### config.mk
export PLATFORM = sky130hd
export DESIGN_NAME = wb_interconnect
export DESIGN_NICKNAME = d
export VERILOG_FILES = /design/src/wbi_pkg.sv /design/src/wb_addr_decode.sv /design/src/wb_arb.sv /design/src/wb_bus_timer.sv /design/src/wb_interconnect.sv /design/src/wb_req_mux.sv /design/src/wb_rsp_mux.sv
export SDC_FILE = /design/constraint.sdc
export NUM_CORES = 1
export LEC_CHECK = 0
export BUFFER_PORTS_ARGS = -buffer_cell sky130_fd_sc_hd__buf_2
export CAP_MARGIN = 20
export CORE_AREA = 10 10 240 242
export DETAILED_ROUTE_END_ITERATION = 16
export DIE_AREA = 0 0 250 252
export PLACE_DENSITY = 0.37
export SYNTH_ARGS = -nofsm -noshare
export SYNTH_HDL_FRONTEND = slang
export SYNTH_SLANG_ARGS = --single-unit
### constraint.sdc
create_clock -name clk_i -period 5.4 [get_ports clk_i]
set_input_delay 0.54 -clock clk_i [delete_from_list [all_inputs] [get_ports clk_i]]
set_output_delay 0.54 -clock clk_i [all_outputs]
set_load 0.02 [all_outputs]
### src/wbi_pkg.sv
// Wishbone interconnect package: bus types, request/response structs, arbiter states, memory map
`default_nettype none

package wbi_pkg;

  // --------------------------------------------------------------------
  // Bus sizes
  // --------------------------------------------------------------------
  localparam int unsigned N_MASTERS = 3;
  localparam int unsigned N_SLAVES  = 3;

  // Watchdog limit in clock cycles
  localparam int unsigned BUS_TIMEOUT = 16;
  localparam int unsigned TMR_W       = $clog2(BUS_TIMEOUT);

  // Plain vector types
  typedef logic [31:0]      wb_adr_t;
  typedef logic [31:0]      wb_dat_t;
  typedef logic [3:0]       wb_sel_t;
  typedef logic [1:0]       tid_t;
  typedef logic [1:0]       mst_id_t;
  typedef logic [3:0]       map_nib_t;
  typedef logic [TMR_W-1:0] tmr_cnt_t;

  // Target ids, one per slave port
  localparam tid_t S_SPI    = 2'd0;
  localparam tid_t S_SDRAM  = 2'd1;
  localparam tid_t S_GLBL   = 2'd2;
  // Address hits no slave
  localparam tid_t TID_NONE = 2'd3;

  // Only this master decodes through the external map
  localparam mst_id_t EXT_MST = 2'd2;

  // --------------------------------------------------------------------
  // Memory map, top address nibble
  // --------------------------------------------------------------------
  // RISC data side
  localparam map_nib_t INT_FLASH  = 4'h0;
  localparam map_nib_t INT_SPIREG = 4'h1;
  localparam map_nib_t INT_SDRAM  = 4'h2;
  localparam map_nib_t INT_GLBL   = 4'h3;
  // External side, global regs alias the internal window
  localparam map_nib_t EXT_GLBL   = 4'h3;
  localparam map_nib_t EXT_FLASH  = 4'h4;
  localparam map_nib_t EXT_SPIREG = 4'h5;
  localparam map_nib_t EXT_SDRAM  = 4'h6;

  // --------------------------------------------------------------------
  // Bus structs
  // --------------------------------------------------------------------
  // Request as seen at master and slave ports
  typedef struct packed {
    wb_dat_t dat;
    wb_adr_t adr;
    wb_sel_t sel;
    logic    we;
    logic    cyc;
    logic    stb;
  } wb_mreq_t;

  // Request inside the fabric, with decoded target
  typedef struct packed {
    wb_mreq_t mreq;
    tid_t     tid;
  } wb_req_t;

  // Read data and termination
  typedef struct packed {
    wb_dat_t dat;
    logic    ack;
    logic    err;
  } wb_rsp_t;

  // Arbiter ownership
  typedef enum logic [1:0] {
    GNT0 = 2'd0,
    GNT1 = 2'd1,
    GNT2 = 2'd2
  } arb_state_e;

endpackage

`default_nettype wire

### src/wb_addr_decode.sv
// Address decoder: target id per master from the internal or external memory map
`default_nettype none

module wb_addr_decode import wbi_pkg::*; (
  input  wire wb_mreq_t m_req_i [N_MASTERS],
  output      wb_req_t  m_req_o [N_MASTERS]
);

  // RISC data map
  function automatic tid_t int_map(input map_nib_t nib);
    unique case (nib)
      INT_FLASH,
      INT_SPIREG: return S_SPI;
      INT_SDRAM:  return S_SDRAM;
      INT_GLBL:   return S_GLBL;
      default:    return TID_NONE;
    endcase
  endfunction

  // External map, shifted window plus shared globals
  function automatic tid_t ext_map(input map_nib_t nib);
    unique case (nib)
      EXT_FLASH,
      EXT_SPIREG: return S_SPI;
      EXT_SDRAM:  return S_SDRAM;
      EXT_GLBL:   return S_GLBL;
      default:    return TID_NONE;
    endcase
  endfunction

  // --------------------------------------------------------------------
  // Per-master tag
  // --------------------------------------------------------------------
  always_comb begin
    for (int m = 0; m < N_MASTERS; m++) begin
      m_req_o[m].mreq = m_req_i[m];
      // Region select on address bits 31:28
      if (mst_id_t'(m) == EXT_MST) begin
        m_req_o[m].tid = ext_map(m_req_i[m].adr[31:28]);
      end else begin
        m_req_o[m].tid = int_map(m_req_i[m].adr[31:28]);
      end
    end
  end

endmodule

`default_nettype wire

### src/wb_arb.sv
// Round-robin bus arbiter FSM over the master cyc lines
`default_nettype none

module wb_arb import wbi_pkg::*; (
  input  wire logic                 clk_i,
  input  wire logic                 arst_n_i,
  // One cyc per master
  input  wire logic [N_MASTERS-1:0] cyc_i,
  output      mst_id_t              gnt_o
);

  arb_state_e state_q;
  arb_state_e state_d;

  // --------------------------------------------------------------------
  // Next owner
  // --------------------------------------------------------------------
  // Owner keeps the bus while its cyc is up
  // Otherwise search forward 0 -> 1 -> 2 -> 0
  always_comb begin
    state_d = state_q;
    unique case (state_q)
      GNT0: begin
        if (!cyc_i[0]) begin
          if (cyc_i[1]) state_d = GNT1;
          else if (cyc_i[2]) state_d = GNT2;
        end
      end
      GNT1: begin
        if (!cyc_i[1]) begin
          if (cyc_i[2]) state_d = GNT2;
          else if (cyc_i[0]) state_d = GNT0;
        end
      end
      GNT2: begin
        if (!cyc_i[2]) begin
          if (cyc_i[0]) state_d = GNT0;
          else if (cyc_i[1]) state_d = GNT1;
        end
      end
      // Illegal code, recover to master 0
      default: state_d = GNT0;
    endcase
  end

  // State register
  always_ff @(posedge clk_i or negedge arst_n_i) begin
    if (!arst_n_i) begin
      state_q <= GNT0;
    end else begin
      state_q <= state_d;
    end
  end

  // Enum code doubles as master index
  assign gnt_o = mst_id_t'(state_q);

  // --------------------------------------------------------------------
  // Checks
  // --------------------------------------------------------------------
  a_state_legal: assert property (
    @(posedge clk_i) disable iff (!arst_n_i)
    state_q inside {GNT0, GNT1, GNT2}
  ) else $error("arbiter state left its encodings");

  // No preemption of a live cycle
  a_gnt_held: assert property (
    @(posedge clk_i) disable iff (!arst_n_i)
    cyc_i[gnt_o] |=> $stable(gnt_o)
  ) else $error("grant moved while owner held cyc");

endmodule

`default_nettype wire

### src/wb_bus_timer.sv
// Bus watchdog: ends an unanswered granted strobe with a timeout pulse
`default_nettype none

module wb_bus_timer import wbi_pkg::*; (
  input  wire logic    clk_i,
  input  wire logic    arst_n_i,
  // Owner's request after the mux
  input  wire wb_req_t bus_req_i,
  input  wire wb_rsp_t s_rsp_i [N_SLAVES],
  output      logic    timeout_o
);

  tmr_cnt_t cnt_q;
  logic     strobe;
  logic     answered;
  logic     expire;

  // Live strobe from the current owner
  assign strobe = bus_req_i.mreq.cyc & bus_req_i.mreq.stb;

  // Only the addressed slave sees stb, so any ack/err is ours
  always_comb begin
    answered = timeout_o;
    for (int s = 0; s < N_SLAVES; s++) begin
      answered = answered | s_rsp_i[s].ack | s_rsp_i[s].err;
    end
  end

  // Last waiting cycle
  assign expire = strobe & !answered & (cnt_q == tmr_cnt_t'(BUS_TIMEOUT - 1));

  // --------------------------------------------------------------------
  // Counter and pulse
  // --------------------------------------------------------------------
  // Pulse lands BUS_TIMEOUT cycles after first stb
  always_ff @(posedge clk_i or negedge arst_n_i) begin
    if (!arst_n_i) begin
      cnt_q     <= '0;
      timeout_o <= 1'b0;
    end else begin
      timeout_o <= expire;
      if (!strobe || answered || expire) begin
        cnt_q <= '0;
      end else begin
        cnt_q <= cnt_q + tmr_cnt_t'(1);
      end
    end
  end

  // Single-cycle err only
  a_tmo_pulse: assert property (
    @(posedge clk_i) disable iff (!arst_n_i)
    timeout_o |=> !timeout_o
  ) else $error("watchdog timeout held for two cycles");

endmodule

`default_nettype wire

### src/wb_interconnect.sv
// Top level: shared Wishbone bus, three masters to three slaves
`default_nettype none

module wb_interconnect import wbi_pkg::*; (
  input  wire logic     clk_i,
  input  wire logic     arst_n_i,
  // Master side
  input  wire wb_mreq_t m_req_i [N_MASTERS],
  output      wb_rsp_t  m_rsp_o [N_MASTERS],
  // Slave side
  output      wb_mreq_t s_req_o [N_SLAVES],
  input  wire wb_rsp_t  s_rsp_i [N_SLAVES]
);

  // --------------------------------------------------------------------
  // Internal nets
  // --------------------------------------------------------------------
  // Tagged master requests
  wb_req_t              dec_req [N_MASTERS];
  // Arbiter inputs
  logic [N_MASTERS-1:0] m_cyc;
  mst_id_t              gnt;
  // Owner's request on the shared path
  wb_req_t              bus_req;
  logic                 timeout;

  // Request lines for the arbiter
  always_comb begin
    for (int m = 0; m < N_MASTERS; m++) begin
      m_cyc[m] = m_req_i[m].cyc;
    end
  end

  // --------------------------------------------------------------------
  // Request side
  // --------------------------------------------------------------------
  // Target id per master
  wb_addr_decode u_addr_decode (
    .m_req_i (m_req_i),
    .m_req_o (dec_req)
  );

  // Bus ownership
  wb_arb u_arb (
    .clk_i    (clk_i),
    .arst_n_i (arst_n_i),
    .cyc_i    (m_cyc),
    .gnt_o    (gnt)
  );

  // Owner to addressed slave
  wb_req_mux u_req_mux (
    .req_i     (dec_req),
    .gnt_i     (gnt),
    .bus_req_o (bus_req),
    .s_req_o   (s_req_o)
  );

  // --------------------------------------------------------------------
  // Response side
  // --------------------------------------------------------------------
  // Hung cycle watchdog
  wb_bus_timer u_bus_timer (
    .clk_i     (clk_i),
    .arst_n_i  (arst_n_i),
    .bus_req_i (bus_req),
    .s_rsp_i   (s_rsp_i),
    .timeout_o (timeout)
  );

  // Slave answer to owner
  wb_rsp_mux u_rsp_mux (
    .bus_req_i (bus_req),
    .gnt_i     (gnt),
    .s_rsp_i   (s_rsp_i),
    .timeout_i (timeout),
    .m_rsp_o   (m_rsp_o)
  );

endmodule

`default_nettype wire

### src/wb_req_mux.sv
// Request mux: granted master to the decoded slave, zeros elsewhere
`default_nettype none

module wb_req_mux import wbi_pkg::*; (
  input  wire wb_req_t  req_i [N_MASTERS],
  input  wire mst_id_t  gnt_i,
  // Owner's request, for timer and response side
  output      wb_req_t  bus_req_o,
  output      wb_mreq_t s_req_o [N_SLAVES]
);

  logic [N_SLAVES-1:0] s_cyc;

  // --------------------------------------------------------------------
  // Master select
  // --------------------------------------------------------------------
  always_comb begin
    unique case (gnt_i)
      2'd0:    bus_req_o = req_i[0];
      2'd1:    bus_req_o = req_i[1];
      2'd2:    bus_req_o = req_i[2];
      // No owner, idle bus
      default: bus_req_o = '0;
    endcase
  end

  // --------------------------------------------------------------------
  // Slave steering
  // --------------------------------------------------------------------
  // TID_NONE matches no index, so all slaves idle
  always_comb begin
    for (int s = 0; s < N_SLAVES; s++) begin
      if (bus_req_o.tid == tid_t'(s)) begin
        s_req_o[s] = bus_req_o.mreq;
      end else begin
        s_req_o[s] = '0;
      end
    end
  end

  // Collected slave cyc lines
  always_comb begin
    for (int s = 0; s < N_SLAVES; s++) begin
      s_cyc[s] = s_req_o[s].cyc;
    end
  end

  // Shared path, never two slaves in a cycle
  a_one_slave: assert final ($onehot0(s_cyc))
    else $error("more than one slave sees cyc");

endmodule

`default_nettype wire

### src/wb_rsp_mux.sv
// Response mux: addressed slave back to the granted master, watchdog err merged
`default_nettype none

module wb_rsp_mux import wbi_pkg::*; (
  input  wire wb_req_t bus_req_i,
  input  wire mst_id_t gnt_i,
  input  wire wb_rsp_t s_rsp_i [N_SLAVES],
  input  wire logic    timeout_i,
  output      wb_rsp_t m_rsp_o [N_MASTERS]
)
;

  wb_rsp_t bus_rsp;

  // --------------------------------------------------------------------
  // Slave select
  // --------------------------------------------------------------------
  always_comb begin
    unique case (bus_req_i.tid)
      S_SPI:   bus_rsp = s_rsp_i[0];
      S_SDRAM: bus_rsp = s_rsp_i[1];
      S_GLBL:  bus_rsp = s_rsp_i[2];
      // Unmapped, only the watchdog can answer
      default: bus_rsp = '0;
    endcase
    // Watchdog ends a hung cycle
    bus_rsp.err = bus_rsp.err | timeout_i;
  end

  // --------------------------------------------------------------------
  // Return path
  // --------------------------------------------------------------------
  // Waiting masters see nothing
  always_comb begin
    for (int m = 0; m < N_MASTERS; m++) begin
      if (gnt_i == mst_id_t'(m)) begin
        m_rsp_o[m] = bus_rsp;
      end else begin
        m_rsp_o[m] = '0;
      end
    end
  end

endmodule

`default_nettype wire

Yosys cells after proc, flatten, opt, wreduce, memory -nomap -nowiden:

Index checks and enable logic that the tools add are counted.

* bitwise gates (word level): 10
* multiplexer cells: 22
* reductions and logical operators: 12
* equal/unequal tests: 21
* $add $sub $neg: 1

Operators by type and width (count)
* $pmux 73 s3: 1
* $mux 71: 3
* $mux 34: 3
* $pmux 34 s3: 1
* $pmux 2 s3: 4
* $eq 4x2->1 const B: 5
* $mux 2: 9
* $eq 4x3->1 const B: 3
* $ne 3x3->1 const B: 3
* $eq 4x1->1 const B: 2
* $logic_not 4->1: 2
* $or 1x1->1: 7
* $ne 2x2->1 const B: 3
* $reduce_and 6->1: 1
* $reduce_or 2->1: 3
* $add 4x1->4 const B: 1
* $eq 2x1->1 const B: 2
* $eq 2x2->1 const B: 2
* $eq 4x4->1 const B: 1
* $logic_not 2->1: 2
* $mux 4: 1
* $and 1x1->1: 3
* $logic_not 1->1: 2
* $logic_or 1x1->1: 2

* flip-flop bits (word level): 7
* logic and storage cells: 69
* output and inout port bits: 315
* bits of input ports: 317

Depth between registers and ports, before layout:

Gate-level depths: netlist (run 1).

* depth after elaboration: 11
* depth in mapped cells: 10
* mapped depth without buffers: 5

Hierarchy:

A second synthesis (run 1) with hierarchy kept.

* cell total of the unflattened synthesis: 1004
* area, all modules: 6537.5 um^2

Modules (own cells, without submodules)
* wb_req_mux: times used 1, cells each 509, sequential area each 0.0 um^2, area an instance 3200.6 um^2
* wb_addr_decode: times used 1, cells each 227, sequential area each 0.0 um^2, area an instance 1667.8 um^2
* wb_rsp_mux: times used 1, cells each 238, sequential area each 0.0 um^2, area an instance 1318.8 um^2
* wb_bus_timer: times used 1, cells each 19, sequential area each 125.1 um^2, area an instance 237.7 um^2
* wb_arb: times used 1, cells each 11, sequential area each 50.0 um^2, area an instance 112.6 um^2

Worst setup path after synthesis (run 1):

Ideal clock, no wire load.

* kind: input-to-output
* from: in m_req_i[38] (netlist name)
* to: out m_rsp_o[68] (netlist name)
* required time: 4860 ps
* slack: 2558 ps
* arrival time: 2302 ps
* stages: 5
* buffers on the path: 0
* cell sequence: or3b_1 -> o311a_1 -> nor4b_1 -> a2111oi_4 -> nor4_1

RTL lines
* start: declaration: line wb_interconnect.sv:8 `input wire wb_mreq_t m_req_i [N_MASTERS],`
* end: declaration: line wb_interconnect.sv:9 `output wb_rsp_t m_rsp_o [N_MASTERS],`

==> results.toml, run 1 <==
[timing]
grt_setup_unrepaired = "false"
hold_violations = 0
finalMaxSlewViolations = 0
worst_pin_slew_ns = 1.08
holdWs_ns = 0.144
fin_ws_ns = 1.40
fin_crit_sh = 0.740
setup_viol = 0
tns_ns = 0
finalCriticalPeriod_ns = 4.00
fin_worst_skew_ns = 0.00239
slew_headroom = 0.282
clock.fmax_mhz = 250

[synthesis]
synth_ff_type = "dfrtp_1"
synth_most_common_cell = "nor2_1"
async_flop_share = 1.00
yosysSeqAreaShare = 0.0366
synth.top_cells.by_area = "mux2i_1, nor2_1, o22ai_1"
avgSynthCellArea_um2 = 5.70
synth-seq-cells = 7
synth_area_leader_cell = "mux2i_1"
synth_edf_count = 0
syn_area_um2 = 4780
synth_common_cells = "nor2_1, mux2i_1, nand2_1, o22ai_1, a21oi_1"
synth_cell_types = 40
netlist_instances = 840
yosysWarnings = 0
synth_top_area_frac = 0.282

[cts]
cts_tree = "yes"
clock_path_buffers = 2
holdBufCountCts = 0
post_cts_buffers = 0
clk_pin_slew_ns = 0.04
root_buffer = "clkbuf_16"
ctsResizeCount = 0
cts_buffers = 3
h-tree-depth = 1
clock_latency_ns = 0.23
cts.sinks = 7

[setup_path]
crit_type = "flop to output pin"
crit_arrival_ns = 3.46
reg2reg_depth = 7
rrSetupSlack_ns = 2.48
start_kind = "flop"
cp.required_ns = 4.86
r2r_start = "u_arb.gnt_o[1]"
r2r-end = "u_bus_timer.cnt_q[3]"
crit_fanout = 37
critPathCaptureType = "output pin"

[run_status]
outcome = "finished clean"

[floorplanning]
start_util = 0.0912
die_x_um = 250
die_y_um = 252
rows = 84
ios = 632
core_area_um2 = 52400
die_area_um2 = 63000

[placed_design]
port_buffers = 625
pre_cts_slack_ns = 1.54
place_congestion = 0.881
postPlaceCellArea_um2 = 8540
dpl.hpwl_mm = 40.0

[finish]
finalInstanceArea_um2 = 8630
syn2layout_area_growth_pct = 80.4
fin_nets = 1722
drive_gt1_frac = 0.471

[grt]
gr-total-overflow = 0
first_global_vias = 8910
grt_max_degree = 82
antenna_found_initial = 9
grt_pass1_wl_mm = 64.9
grt_usage = 0.136

[route]
drc = 0
num_vias = 8507
wirelength_mm = 46.6
viasPerCell = 4.06
drt_iter0_markers = 400
ant_nets = 0
detail_route.wl_per_cell_um = 22.3
dr.pass1.iters = 4

[pwr]
peakVddDrop_mv = 0.107
power_leakage_nw = 4.68
power.density_nw_per_um2 = 360

[worst_hold_path]
hold_path_class = "primary input to async pin"

[run]
maxCapViolCount = 0
## per-stage QoR
step           cells   util  power, W
5_1_grt         2091  0.164   0.00334
3_5_place_dp    2087  0.163   0.00304
6_report        2093  0.165   0.00310
3_3_place_gp    2086  0.163   0.00304
4_1_cts         2091  0.164   0.00318
2_1_floorplan    845      -   0.00188
## worst max-delay path, stage by stage (launching register included)
cell and delay (ns):
dfrtp_4 0.66, nand2b_1 0.38, a21oi_1 0.18, nor3_4 0.27
buf_4 0.62, nand2_1 0.11, buf_4 0.29, o22ai_1 0.40
buf_2 0.26
## placed cells by master, fill, tap and decap left out, types with 3 or more instances in the layout
| master | instances |
|---|---|
| mux2i_1 | 135 |
| inv_1 | 3 |
| o21ai_0 | 5 |
| clkbuf_16 | 3 |
| nand2b_1 | 4 |
| buf_2 | 625 |
| nor3_1 | 3 |
| buf_4 | 18 |
| o22ai_1 | 100 |
| a211oi_1 | 3 |
| nand2_1 | 105 |
| dfrtp_1 | 5 |
| nor2_1 | 279 |
| conb_1 | 6 |
| a21oi_1 | 72 |
## routing by layer
layer	routed length, um	track usage	vias to the layer above
li1	-	-	4022
met2	23700	0.252	461
met4	718	0.0231	4
met3	4240	0.0425	32
met1	17900	0.150	3988
met5	27	0	-
## logic make-up (layout without fill, tap and decap cells)
family          count (synthesis)  in the layout  synth area share
fa+ha+maj                       1              1           0.00261
mux                           135            135             0.282
buf+inv                        95            653             0.102
compound gates                187            187             0.232
simple gates                  413            413             0.342
xor+xnor                        1              1           0.00183
other cells                     1              8          0.000784
flops                           7              7            0.0366
## registers in the layout, indices dropped and copies added (netlist names)
name,cells
u_bus_timer.cnt_q,4
u_bus_timer.timeout_o,1
u_arb.gnt_o,2
## how the worst max path moves through the flow
stage | startpoint | endpoint | slack [ns]
final | u_arb.gnt_o[1] | m_rsp_o[33] | 1.40
after global routing | u_arb.gnt_o[0] | s_req_o[33] | 1.11
after CTS | u_arb.gnt_o[0] | s_req_o[65] | 1.28
after detailed placement | u_arb.gnt_o[0] | s_req_o[65] | 1.54
after global placement | u_arb.gnt_o[0] | s_req_o[34] | 1.52
after floorplan | m_req_i[38] | m_rsp_o[68] | 2.56
## final cells by class
class | count | area [um^2]
flip-flops and latches | 7 | 183
multi-input cells | 743 | 4180
well taps | 688 | 861
diodes | 2 | 5.00
fillers | 6221 | 43800
clock buffers | 3 | 75.1
clock inverters | 1 | 5.00
inverters | 4 | 15.0
repair buffers | 645 | 3300
## power breakdown
| group | internal (W) | total [W] | switching [W] |
|---|---|---|---|
| logic | 0.000864 | 0.00289 | 0.00203 |
| registers | 0.0000585 | 0.0000868 | 0.0000282 |
| clock network | 0.0000974 | 0.000128 | 0.0000308 |
Note: power is estimated with default switching activity, not from simulation.
==> run 2, diff against run 1 <==
- PLACE_DENSITY: 0.37 -> 0.38
- clock period: 5.4 -> 3.3 ns (I/O delays scaled with it)
==> run 2 against run 1 <==
First-iteration DRC count increased by 7.2%. Critical endpoint is now s_req_o[207]. Critical path type unchanged. Clock skew down 0.00091 ns. Largest power group unchanged. Utilization up 0.28 points. Largest cell class unchanged. Non-clock buffer count grew 12.
==> results.toml, run 2 (same netlist as run 1, synthesis figures left out) <==
[run_status]
outcome = "finished clean"

[timing]
hold_violations = 0
setup_viol = 0
fin_worst_skew_ns = 0.00148
clock.fmax_mhz = 328
fin_crit_sh = 0.924
worst_pin_slew_ns = 0.980
slew_headroom = 0.347
tns_ns = 0
finalMaxSlewViolations = 0
finalCriticalPeriod_ns = 3.05
grt_setup_unrepaired = "false"

[cts]
clock_latency_ns = 0.23
clock_path_buffers = 2
ctsResizeCount = 0
post_cts_buffers = 0
cts.sinks = 7
h-tree-depth = 1
root_buffer = "clkbuf_16"
cts_buffers = 3
holdBufCountCts = 1
clk_pin_slew_ns = 0.04
cts_tree = "yes"

[floorplanning]
rows = 84
die_y_um = 252
die_x_um = 250
start_util = 0.0912
die_area_um2 = 63000
ios = 632
core_area_um2 = 52400

[finish]
final_core_util = 0.167
syn2layout_area_growth_pct = 83.5
largest_reg_flops = 4
regArea_um2 = 183
layout_commonest_cell = "buf_2"
finalInstanceArea_um2 = 8780
final_cell_mix = "buf_2, nor2_1, mux2i_1"
multi_input_area_um2 = 4180
fin_nets = 1734
fillers = 6194
largest-register = "u_bus_timer.cnt_q"
drive_gt1_frac = 0.474

[setup_path]
crit_arrival_ns = 2.72
cp_common_cell = "nor2_1"
cp_slowest_stage_delay_ns = 0.77
critPathCaptureType = "output pin"
crit_path_top_delay_cell = "a21oi_1"
rrSetupSlack_ns = 1.25
start_kind = "flop"
cp_top_family = "compound AO/OA/AOI/OAI gates"
crit_chain = "buf_12 -> mux2i_1 -> nor2_1 -> a21oi_1 -> nor2_1 -> buf_2"
cp.required_ns = 2.97
crit_fanout = 69
crit_type = "flop to output pin"
cp_num_buf_inv = 2

[route]
dr.pass1.iters = 5
num_vias = 8567
ant_nets = 0
drc = 0
drt_iter0_markers = 429
viasPerCell = 4.06
wirelength_mm = 45.0
detail_route.wl_per_cell_um = 21.3

[worst_hold_path]
hold_path_class = "primary input to flop"

[grt]
gr-total-overflow = 0
first_global_vias = 8884
grt_usage = 0.130
grt_pass1_wl_mm = 62.7
antenna_found_initial = 14
grt_max_degree = 97

[placed_design]
place_congestion = 0.939
dpl.hpwl_mm = 38.7
postPlaceCellArea_um2 = 8680
port_buffers = 625

[pwr]
p_comb_frac = 0.933
power.share.sequential = 0.026
power.density_nw_per_um2 = 581
power_leakage_nw = 4.75
p_sw_w = 0.00335
p_sw_frac = 0.657
clkPwrFrac = 0.041
p_int_w = 0.00175
peakVddDrop_mv = 0.248

[run]
maxCapViolCount = 0
-- run 2: path summary, 6_finish.rpt --
kind                                           start               endpoint  cells after the start
min in group asynchronous                   arst_n_i  u_bus_timer.timeout_o                      2
worst max register to register        u_arb.gnt_o[0]   u_bus_timer.cnt_q[0]                      5
worst min register to register  u_bus_timer.cnt_q[0]   u_bus_timer.cnt_q[0]                      1
max in group asynchronous                   arst_n_i         u_arb.gnt_o[1]                      2
worst max-delay path                  u_arb.gnt_o[1]           s_req_o[207]                      6
worst min-delay path                      m_req_i[1]         u_arb.gnt_o[0]                      2
-- run 2: through the flow --
step                setup slack [ns]  instances  total power, W  hold slack, ns
global route                   0.144       2104         0.00547           0.407
global placement               0.430       2098         0.00499           0.181
finish                         0.252       2108         0.00510           0.382
CTS                            0.197       2103         0.00522           0.388
floorplan                      0.834        845         0.00307          0.0344
detailed placement             0.433       2098         0.00499           0.182
-- run 2: area by class of cell --
type                       instances  area share
multi-input combinational        743       0.476
tap                              688      0.0981
antenna                            5     0.00143
timing repair buffer             657       0.393
inverter                           4     0.00171
clock buffer                       4     0.00898
sequential                         7      0.0208
-- run 2: worst reg2reg max path: stages, from the launching register on --
cell	delay, ns
dfrtp_4	0.58
nor2b_4	0.31
buf_12	0.22
a21oi_1	0.23
or3_1	0.45
nor3b_1	0.19
-- run 2: per-layer routing --
layer	up-vias	part of all wire	global-route usage
met5	-	0.0020	0
met4	12	0.015	0.0229
met3	55	0.096	0.0478
met2	471	0.51	0.242
met1	3979	0.38	0.139
li1	4050	-	-
-- run 2: power by group through the flow --
stage	combinational [W]	sequential (W)	clock, W
detailed placement	0.00486	0.000135	0
CTS	0.00487	0.000134	0.000213
finish	0.00476	0.000131	0.000211
global placement	0.00485	0.000135	0
floorplan	0.00298	0.0000946	0
global route	0.00512	0.000135	0.000217
